==> src/hw/cam_bist_pkg.sv <==
//--------------------
// Shared sizes and bus types for the CAM and its BIST logic
// Import into a module body, or use scoped names in port lists
//--------------------
`default_nettype none

package cam_bist_pkg;

   //--------------------
   // Array geometry
   //--------------------

   // Bits per CAM entry
   localparam int cam_dwidth  = 16;
   // Entry count and address width
   localparam int cam_entries = 8;
   localparam int cam_awidth  = 3;

   //--------------------
   // Traffic types
   //--------------------

   // One write into the array
   typedef struct packed {
      logic                  valid;
      logic [cam_awidth-1:0] addr;
      logic [cam_dwidth-1:0] data;
   } cam_wr_t;

   // One search of the array
   typedef struct packed {
      logic                  valid;
      logic [cam_dwidth-1:0] key;
   } cam_cmp_t;

   // Per-cycle control from the march sequencer
   typedef struct packed {
      logic cm_mode;      // BIST owns the array
      logic rotate_mask;  // Rotate the walking mask after this compare
      logic mask_en;      // Apply the mask to the key
      logic data_inv;     // Inverted background pass
      logic expect_all;   // Every entry should hit
      logic last;         // Final compare of the march
   } bist_ctl_t;

   // One hit bit per entry
   typedef logic [cam_entries-1:0] cam_match_t;

endpackage : cam_bist_pkg

`default_nettype wire

==> src/hw/cam_array.sv <==
//--------------------
// Behavioral CAM storage
// One write port and one compare port, match registered one cycle
//--------------------
`timescale 1ns/1ps
`default_nettype none

module cam_array (
   input  logic                        bist_clk,
   input  logic                        rst_b,
   input  cam_bist_pkg::cam_wr_t       wr,
   input  cam_bist_pkg::cam_cmp_t      cmp,
   output cam_bist_pkg::cam_match_t    match,
   output logic                        match_valid
);

   import cam_bist_pkg::*;

   logic [cam_dwidth-1:0]  mem_q [cam_entries];
   logic [cam_entries-1:0] vld_q;
   cam_match_t             hit;

   //--------------------
   // Write port
   //--------------------

   // Entry valid bits
   always_ff @(posedge bist_clk) begin
      if (!rst_b) begin
         vld_q <= '0;
      end else if (wr.valid) begin
         vld_q[wr.addr] <= 1'b1;
      end
   end

   // Entry data
   always_ff @(posedge bist_clk) begin
      if (wr.valid) begin
         mem_q[wr.addr] <= wr.data;
      end
   end

   //--------------------
   // Compare port
   //--------------------

   // Sees contents before a same-cycle write
   always_comb begin
      for (int e = 0; e < cam_entries; e++) begin
         hit[e] = vld_q[e] && (mem_q[e] == cmp.key);
      end
   end

   always_ff @(posedge bist_clk) begin
      if (!rst_b) begin
         match_valid <= 1'b0;
      end else begin
         match_valid <= cmp.valid;
      end
   end

   // Result held until the next compare
   always_ff @(posedge bist_clk) begin
      if (cmp.valid) begin
         match <= hit;
      end
   end

endmodule : cam_array

`default_nettype wire

==> src/hw/cam_bist_inhandler.sv <==
//--------------------
// CAM input handler
// Inverts BIST data, builds the walking-mask key and picks BIST or
// functional traffic for the array
//--------------------
`timescale 1ns/1ps
`default_nettype none

module cam_bist_inhandler (
   input  logic                       bist_clk,
   input  logic                       rst_b,
   input  cam_bist_pkg::bist_ctl_t    ctl,
   input  cam_bist_pkg::cam_wr_t      bist_wr,
   input  cam_bist_pkg::cam_cmp_t     bist_cmp,
   input  cam_bist_pkg::cam_wr_t      func_wr,
   input  cam_bist_pkg::cam_cmp_t     func_cmp,
   output cam_bist_pkg::cam_wr_t      wr,
   output cam_bist_pkg::cam_cmp_t     cmp,
   output logic                       exp_all,
   output logic                       exp_last
);

   import cam_bist_pkg::*;

   logic [cam_dwidth-1:0] mask_q;
   logic [cam_dwidth-1:0] inv_word;
   logic [cam_dwidth-1:0] bist_wdata;
   logic [cam_dwidth-1:0] bist_key;
   logic                  bist_cmp_go;

   //--------------------
   // Walking one-hot mask
   //--------------------
   always_ff @(posedge bist_clk) begin
      if (!rst_b) begin
         mask_q <= cam_dwidth'(1);
      end else if (ctl.rotate_mask && bist_cmp.valid) begin
         mask_q <= {mask_q[cam_dwidth-2:0], mask_q[cam_dwidth-1]};
      end
   end

   // Inverted pass flips every bit
   assign inv_word   = {cam_dwidth{ctl.data_inv}};
   assign bist_wdata = bist_wr.data ^ inv_word;
   // Masked key differs from the stored word in one bit
   assign bist_key   = bist_cmp.key ^ inv_word ^ (ctl.mask_en ? mask_q : '0);

   // BIST owns the array while cm_mode is high
   always_comb begin
      if (ctl.cm_mode) begin
         wr.valid  = bist_wr.valid;
         wr.addr   = bist_wr.addr;
         wr.data   = bist_wdata;
         cmp.valid = bist_cmp.valid;
         cmp.key   = bist_key;
      end else begin
         wr  = func_wr;
         cmp = func_cmp;
      end
   end

   // Expected class, lined up with the array compare latency
   assign bist_cmp_go = ctl.cm_mode && bist_cmp.valid;

   always_ff @(posedge bist_clk) begin
      if (!rst_b) begin
         exp_all  <= 1'b0;
         exp_last <= 1'b0;
      end else begin
         exp_all  <= bist_cmp_go && ctl.expect_all;
         exp_last <= bist_cmp_go && ctl.last;
      end
   end

endmodule : cam_bist_inhandler

`default_nettype wire

==> src/hw/cam_bist_seq.sv <==
//--------------------
// March sequencer for the CAM BIST
// Writes a background, walks a masked compare over every bit, then
// compares unmasked, first with true data and then with inverted data
//--------------------
`timescale 1ns/1ps
`default_nettype none

module cam_bist_seq (
   input  logic                                  bist_clk,
   input  logic                                  rst_b,
   input  logic                                  bist_start,
   input  logic [cam_bist_pkg::cam_dwidth-1:0]   bist_background,
   output cam_bist_pkg::bist_ctl_t               ctl,
   output cam_bist_pkg::cam_wr_t                 bist_wr,
   output cam_bist_pkg::cam_cmp_t                bist_cmp,
   output logic                                  bist_busy
);

   import cam_bist_pkg::*;

   // Phase encoding
   localparam logic [1:0] ph_idle = 2'd0;
   localparam logic [1:0] ph_wr   = 2'd1;
   localparam logic [1:0] ph_mcmp = 2'd2;
   localparam logic [1:0] ph_ucmp = 2'd3;

   // Counter covers both the entry walk and the bit walk
   localparam int cnt_w = $clog2(cam_dwidth);

   logic [1:0]            phase_q;
   logic [cnt_w-1:0]      cnt_q;
   logic                  pass_q;
   logic [cam_dwidth-1:0] bg_q;

   //--------------------
   // Phase and counter FSM
   //--------------------
   always_ff @(posedge bist_clk) begin
      if (!rst_b) begin
         phase_q <= ph_idle;
         cnt_q   <= '0;
         pass_q  <= 1'b0;
      end else begin
         case (phase_q)
            ph_idle: begin
               // Start always at true background
               if (bist_start) begin
                  phase_q <= ph_wr;
                  cnt_q   <= '0;
                  pass_q  <= 1'b0;
               end
            end
            ph_wr: begin
               if (cnt_q == cnt_w'(cam_entries - 1)) begin
                  phase_q <= ph_mcmp;
                  cnt_q   <= '0;
               end else begin
                  cnt_q <= cnt_q + 1'b1;
               end
            end
            ph_mcmp: begin
               // One compare per data bit, mask ends back at bit 0
               if (cnt_q == cnt_w'(cam_dwidth - 1)) begin
                  phase_q <= ph_ucmp;
                  cnt_q   <= '0;
               end else begin
                  cnt_q <= cnt_q + 1'b1;
               end
            end
            default: begin
               // Unmasked compare closes the pass
               if (pass_q) begin
                  phase_q <= ph_idle;
               end else begin
                  phase_q <= ph_wr;
                  pass_q  <= 1'b1;
               end
            end
         endcase
      end
   end

   // Background captured on an accepted start
   always_ff @(posedge bist_clk) begin
      if (bist_start && phase_q == ph_idle) begin
         bg_q <= bist_background;
      end
   end

   //--------------------
   // Decoded outputs
   //--------------------
   assign bist_busy = (phase_q != ph_idle);

   always_comb begin
      ctl.cm_mode     = bist_busy;
      ctl.rotate_mask = (phase_q == ph_mcmp);
      ctl.mask_en     = (phase_q == ph_mcmp);
      ctl.data_inv    = pass_q;
      ctl.expect_all  = (phase_q == ph_ucmp);
      ctl.last        = (phase_q == ph_ucmp) && pass_q;
      // Raw data stays uninverted, handler applies data_inv
      bist_wr.valid   = (phase_q == ph_wr);
      bist_wr.addr    = cnt_q[cam_awidth-1:0];
      bist_wr.data    = bg_q;
      bist_cmp.valid  = (phase_q == ph_mcmp) || (phase_q == ph_ucmp);
      bist_cmp.key    = bg_q;
   end

endmodule : cam_bist_seq

`default_nettype wire

==> src/hw/cam_bist_top.sv <==
//--------------------
// CAM with built-in self test
// Functional traffic goes straight through when BIST is idle
//--------------------
`timescale 1ns/1ps
`default_nettype none

module cam_bist_top (
   input  logic                                  bist_clk,
   input  logic                                  rst_b,
   input  cam_bist_pkg::cam_wr_t                 func_wr,
   input  cam_bist_pkg::cam_cmp_t                func_cmp,
   input  logic                                  bist_start,
   input  logic [cam_bist_pkg::cam_dwidth-1:0]   bist_background,
   output cam_bist_pkg::cam_match_t              match,
   output logic                                  match_valid,
   output logic                                  bist_busy,
   output logic                                  bist_done,
   output logic                                  bist_fail
);

   import cam_bist_pkg::*;

   // Sequencer to handler
   bist_ctl_t ctl;
   cam_wr_t   bist_wr;
   cam_cmp_t  bist_cmp;
   // Handler to array and checker
   cam_wr_t   wr;
   cam_cmp_t  cmp;
   logic      exp_all;
   logic      exp_last;

   cam_bist_seq i_cam_bist_seq (
      .bist_clk        (bist_clk),
      .rst_b           (rst_b),
      .bist_start      (bist_start),
      .bist_background (bist_background),
      .ctl             (ctl),
      .bist_wr         (bist_wr),
      .bist_cmp        (bist_cmp),
      .bist_busy       (bist_busy)
   );

   cam_bist_inhandler i_cam_bist_inhandler (
      .bist_clk (bist_clk),
      .rst_b    (rst_b),
      .ctl      (ctl),
      .bist_wr  (bist_wr),
      .bist_cmp (bist_cmp),
      .func_wr  (func_wr),
      .func_cmp (func_cmp),
      .wr       (wr),
      .cmp      (cmp),
      .exp_all  (exp_all),
      .exp_last (exp_last)
   );

   cam_array i_cam_array (
      .bist_clk    (bist_clk),
      .rst_b       (rst_b),
      .wr          (wr),
      .cmp         (cmp),
      .match       (match),
      .match_valid (match_valid)
   );

   cam_match_checker i_cam_match_checker (
      .bist_clk    (bist_clk),
      .rst_b       (rst_b),
      .match       (match),
      .match_valid (match_valid),
      .exp_all     (exp_all),
      .exp_last    (exp_last),
      .bist_start  (bist_start),
      .bist_done   (bist_done),
      .bist_fail   (bist_fail)
   );

endmodule : cam_bist_top

`default_nettype wire

==> src/hw/cam_match_checker.sv <==
//--------------------
// BIST result checker
// Grades each BIST match vector against all ones or all zeros,
// keeps a sticky fail and flags the end of the march
//--------------------
`timescale 1ns/1ps
`default_nettype none

module cam_match_checker (
   input  logic                         bist_clk,
   input  logic                         rst_b,
   input  cam_bist_pkg::cam_match_t     match,
   input  logic                         match_valid,
   input  logic                         exp_all,
   input  logic                         exp_last,
   input  logic                         bist_start,
   output logic                         bist_done,
   output logic                         bist_fail
);

   import cam_bist_pkg::*;

   logic       start_q;
   logic       armed_q;
   cam_match_t expected;

   // Expected class for the result now on match
   assign expected = exp_all ? '1 : '0;

   always_ff @(posedge bist_clk) begin
      if (!rst_b) begin
         start_q   <= 1'b0;
         armed_q   <= 1'b0;
         bist_done <= 1'b0;
         bist_fail <= 1'b0;
      end else begin
         start_q   <= bist_start;
         bist_done <= 1'b0;
         // A functional compare taken with bist_start lands one cycle later
         // so grading starts a cycle after the start strobe
         if (start_q) begin
            armed_q <= 1'b1;
         end
         if (bist_start) begin
            bist_fail <= 1'b0;
         end
         if (armed_q && match_valid) begin
            if (match != expected) begin
               bist_fail <= 1'b1;
            end
            // Last result closes the run
            if (exp_last) begin
               armed_q   <= 1'b0;
               bist_done <= 1'b1;
            end
         end
      end
   end

endmodule : cam_match_checker

`default_nettype wire

==> config.mk <==
export PLATFORM = sky130hd
export DESIGN_NAME = cam_bist_top
export DESIGN_NICKNAME = d
export VERILOG_FILES = /design/src/hw/cam_bist_pkg.sv /design/src/hw/cam_array.sv /design/src/hw/cam_bist_inhandler.sv /design/src/hw/cam_bist_seq.sv /design/src/hw/cam_bist_top.sv /design/src/hw/cam_match_checker.sv
export SDC_FILE = /design/constraint.sdc
export NUM_CORES = 1
export LEC_CHECK = 0
export BUFFER_PORTS_ARGS = -buffer_cell sky130_fd_sc_hd__buf_4
export CAP_MARGIN = 25
export CORE_ASPECT_RATIO = 0.6
export CORE_MARGIN = 3
export CORE_UTILIZATION = 40
export DETAILED_ROUTE_END_ITERATION = 10
export GPL_ROUTABILITY_DRIVEN = 0
export GPL_TIMING_DRIVEN = 0
export PLACE_DENSITY_LB_ADDON = 0.08
export SYNTH_ARGS = -nofsm -noshare
export SYNTH_HDL_FRONTEND = slang
export SYNTH_HIERARCHICAL = 1
export SYNTH_SLANG_ARGS = --single-unit
export TNS_END_PERCENT = 1
==> constraint.sdc <==
create_clock -name bist_clk -period 3.1 [get_ports bist_clk]
set_input_delay 0 -clock bist_clk [delete_from_list [all_inputs] [get_ports bist_clk]]
set_output_delay 0 -clock bist_clk [all_outputs]
set_load 0.05 [all_outputs]
# Yosys cells after proc, flatten, opt, wreduce, memory -nomap -nowiden
# Memories as Yosys holds them, arrays and structs flattened.
# Index checks and enable logic that the tools add are counted.
# word_totals
inputBits,56
reg_bits,62
word_cells,90
out_inout_bits,12
memories,1
mem_bits_rw,128
# classes
muxes,26
n_bitwise,4
reduce_logical,25
addsub,1
n_lt_le_gt_ge,2
eq_ne,17
# mem_list
name,words,width,rd,rd_ports_with_merged_regs,write_ports,line_no,source
i_cam_array.mem_q,8,16,8,0,1,cam_array.sv:19,logic [cam_dwidth-1:0] mem_q [cam_entries];
# ops
cell,n
== test 16 bit,8
bitwise XOR 16 bit,2
2-to-1 mux 20 bit,1
2-to-1 mux 17 bit,1
logical AND 1 bit,16
2-to-1 mux 16 bit,1
2-to-1 mux 1 bit,12
2-to-1 mux 4 bit,3
case mux 4 bit (3 select lines),1
2-to-1 mux 8 bit,1
inequality test 8 bit,1
OR 8 bit,1
2-to-1 mux 2 bit,3
inequality test 2 bit (second input constant),3
case mux 2 bit (3 select lines),1
AND reduction 2 bit,3
adder 4 x 1 -> 4 bit (second input constant),1
== test 2 bit (second input constant),2
== test 4 x 3 -> 1 bit (second input constant),1
== test 4 bit (second input constant),1
< comparator 3 x 4 -> 1 bit (second input constant),1
demux 1 bit (select 3 bit),1
>= comparator 3 x 1 -> 1 bit (second input constant),1
AND reduction 3 bit,1
other kinds (8),8

# Longest topological paths before layout
# depth
word_depth,7
ltp_mapped,12
depth_no_buf,9

# Cells and area by module
# The synthesis kept the hierarchy.
# by_module_without_submodules
mod,area_per_inst_um2,cells_each,instances,seq_area_each_um2
cam_array,5994.5,360,1,4264.1
cam_bist_inhandler,1616.6,203,1,360.3
cam_bist_seq,1121.1,91,1,620.6
cam_match_checker,171.4,19,1,80.1

# Least setup slack after synthesis
# No wires, ideal clock.
# synth_timing
path_type,reg2reg
start,register i_cam_bist_seq.phase_q[0]
end,"memory i_cam_array.mem_q[0][0], enable pin"
setup_ps,412
stages_incl_launch_ff,9
slack_ps,-485
required_ps,2688
n_path_buf,3
t_arrival_ps,3173
synth_period_minus_slack_ps,3585
cell_sequence,dfxtp_1 > inv_1 > ha_1 > inv_1 > buf_4 > buf_2 > buf_2 > mux2_2 > nor3_1
# synth_lines
item,line_no,source
"start, declared",cam_bist_seq.sv:31,logic [1:0] phase_q;
"start signal, assigned",cam_bist_seq.sv:41,phase_q <= ph_idle;
"start signal, assigned",cam_bist_seq.sv:49,phase_q <= ph_wr;
"start signal, assigned",cam_bist_seq.sv:56,phase_q <= ph_mcmp;
"end, declared",cam_array.sv:19,

==> impl_metrics.toml <==
[sta]
drv_slew = 0
max_freq_ghz = 0.335
hold_viol = 0
clock_skew_ns = 0.00672
relSlewSlack_pct = 20.4
tightest_slew_ns = 1.19
min_period_ns = 2.98
finalCritPeriodShare_pct = 96.2
finalSetupViolations = 0

[die]
coreArea_sq_um = 21400
die_height_um = 122
top_level_ports = 68
initial_utilization_pct = 41.5
die_w_um = 199
die-area_sq_um = 24100
rows = 41

[route]
wl_per_cell_um = 21.1
routed_via_density = 5.02
wl_um = 22700
drt_first_pass_iters = 5
drc = 0
vias = 5406
drt_iter0_drc = 353
ant_nets = 0

[setup_path]
path_max_fanout = 10
cp_data_arrival_time_ns = 3.19
required_ns = 3.31
endpoint_kind = "register"
worstSetupPathType = "reg2reg"
cp-start-kind = "register"

[clock_network]
clockBufferDepth = 2
cts.sink_count = 190
cts_max_level = 4
clock_latency_ns = 0.43
root_buffer = "clkbuf_16"
cts_tree = "yes"
cts_made_buffers = 17
cts.reportedPaths.clkPinSlew_ns = 0.07

[cells_and_area]
drive_gt1_share_pct = 25.7
antenna_cells = 0
final_nets = 846
area_delta_synth_final_pct = 20.7
design_area_sq_um = 10700

[power]
p_leak_uw = 0.00366
finalPower_uw = 10500
p_per_area_nw_per_um2 = 981
ir_drop_v = 0.000462

[yosys]
synth_area_sq_um = 8900
synth_edf_count = 152
synth_cells = 673
yosysSeqAreaShare_pct = 59.8
syn_area_per_cell_sq_um = 13.2
ys_types = 48
synth-async-reset-ratio_pct = 0
synth.net_count = 734
synth_ff_type = "edfxtp_1"
ys_ff_latch = 190
synth_warnings = 6

[hold_path]
hold_class = "in2reg"

[grt]
grt.total_usage_pct = 19.6
grt_pass1_wl_um = 33800
grt_overflow = 0
grt_pass1_vias = 5379
antenna_found_initial = 0
grt_max_degree = 18

[run]
drv_cap = 0

[placed_design]
place_area_sq_um = 9910
io_buffer_count = 67
dp_hpwl_um = 16500

[outcome]
status = "finished clean"
==> sequential cells by signal, indices dropped and copies added, names as in the netlist, 2 cells and up <==
signal / flops
i_cam_bist_seq/cnt_q: 4
i_cam_array/vld_q: 8
i_cam_bist_inhandler/mask_q: 16
i_cam_bist_seq/phase_q: 2
i_cam_array/match: 8
i_cam_array/mem_q: 128
i_cam_bist_seq/bg_q: 16
==> cells by family (layout without fill, tap and decap cells) <==
| logic type | count (synthesis) | count (layout) | share of synthesized area, % |
|---|---|---|---|
| flops | 190 | 190 | 59.8 |
| xor+xnor | 176 | 176 | 17.6 |
| simple gates | 165 | 165 | 9.95 |
| buf+inv | 61 | 186 | 5.09 |
| compound gates | 52 | 52 | 3.89 |
| mux | 24 | 24 | 2.99 |
| fa+ha+maj | 5 | 5 | 0.703 |
==> report_power, final <==
| group | total [uW] | switching, uW | internal (uW) |
|---|---|---|---|
| registers | 3740 | 186 | 3550 |
| logic | 4840 | 2910 | 1930 |
| clock network | 1960 | 937 | 1020 |
| total | 10500 | 4030 | 6510 |
==> metrics by stage <==
step	TNS [ns]	hold slack (ns)	util [%]	setup WS, ns	cells
floorplan	-23.76	0.0989	-	-0.485	673
global placement	-90.11	0.178	45.5	-1.11	1019
detailed placement	-3.56	0.179	46.2	-0.816	1028
CTS	-0.00872	0.0449	49.9	-0.00872	1077
global route	-0.00423	0.0745	50.1	-0.00423	1077
finish	0	0.0579	50.1	0.119	1077
==> per-layer routing <==
layer / vias up / global-route usage (%) / wire length (um)
met3: 13 / 3.79 / 1180
met5: - / 0 / 0
li1: 2553 / - / -
met1: 2712 / 31.6 / 12100
met4: 0 / 4.47 / 201
met2: 128 / 26.9 / 9230
==> area by class of cell <==
type | instances | area [sq um]
Inverter | 5 | 18.8
Multi-Input combinational cell | 422 | 3260
Tap cell | 279 | 349
Clock inverter | 11 | 68.8
Sequential cell | 190 | 5330
Buffer | 53 | 447
Fill cell | 1880 | 10700
Timing Repair Buffer | 96 | 830
Clock buffer | 21 | 440
==> worst paths after layout <==
kind	startpoint	slack (ns)	end	depth (start not counted)
max	i_cam_bist_seq/phase_q[0]	0.12	i_cam_array/match[4]	11
min	func_wr[3]	0.06	i_cam_array/mem_q[2][3]	3
max reg2reg	i_cam_bist_seq/phase_q[0]	0.12	i_cam_array/match[4]	11
min reg2reg	i_cam_bist_inhandler/exp_last	0.45	i_cam_match_checker/bist_done	2
==> timing repair <==
action	4_1_cts	5_1_grt
cloned	0	0
endpoints found under the setup margin	8	8
setup buffers	0	0
gates resized for setup	19	9
pin swaps	6	3
hold buffers	19	0
hold endpoints to repair	28	0
==> synth_stat cells, types with 2 or more instances <==
cell      instances  area share, %
a21boi_0         12            1.0
a21boi_1          5           0.42
a21oi_1          17           0.96
and2_1            4           0.28
and4_1            2           0.20
buf_1             2          0.084
buf_12            2           0.45
buf_2             8           0.45
buf_4            26            2.2
buf_6            11            1.4
clkbuf_1          6           0.25
dfxtp_1          38            8.5
edfxtp_1        152             51
ha_1              5           0.70
inv_1             5           0.21
mux2_2           21            2.7
mux2i_1           3           0.34
nand2_1          66            2.8
nand2b_1          4           0.28
nand3_1           5           0.28
nand3b_1          3           0.25
nand4_1          25            1.8
nor2_1           25            1.1
nor2b_1           2           0.14
nor3_1            3           0.17
nor4_1            8           0.56
nor4_2            9            1.3
o21a_1            8           0.67
o21ai_1           3           0.17
or2_2             2           0.14
xnor2_1         128             13
xor2_1           45            4.4
xor2_2            3           0.55
==> placed cells by master, fill, tap and decap left out, types with 9 or more instances in the layout <==
| master | instances |
|---|---|
| edfxtp_1 | 152 |
| xnor2_1 | 128 |
| buf_4 | 94 |
| nand2_1 | 66 |
| xor2_1 | 45 |
| dfxtp_1 | 36 |
| nand4_1 | 25 |
| mux2_2 | 21 |
| nor2_1 | 20 |
| dlygate4sd3_1 | 19 |
| clkbuf_16 | 17 |
| buf_6 | 17 |
| a21oi_1 | 17 |
| a21boi_0 | 12 |
| clkbuf_1 | 9 |
==> critical path: stages, from the launching register on <==
cell,delay (ns)
dfxtp_2,0.35
inv_1,0.09
ha_2,0.22
inv_1,0.09
buf_6,0.17
buf_8,0.17
mux2_2,0.36
buf_6,0.17
xor2_1,0.18
nor4_2,0.42
nand4_1,0.22
nor4_4,0.30
Power figures use the tool's default switching activity.
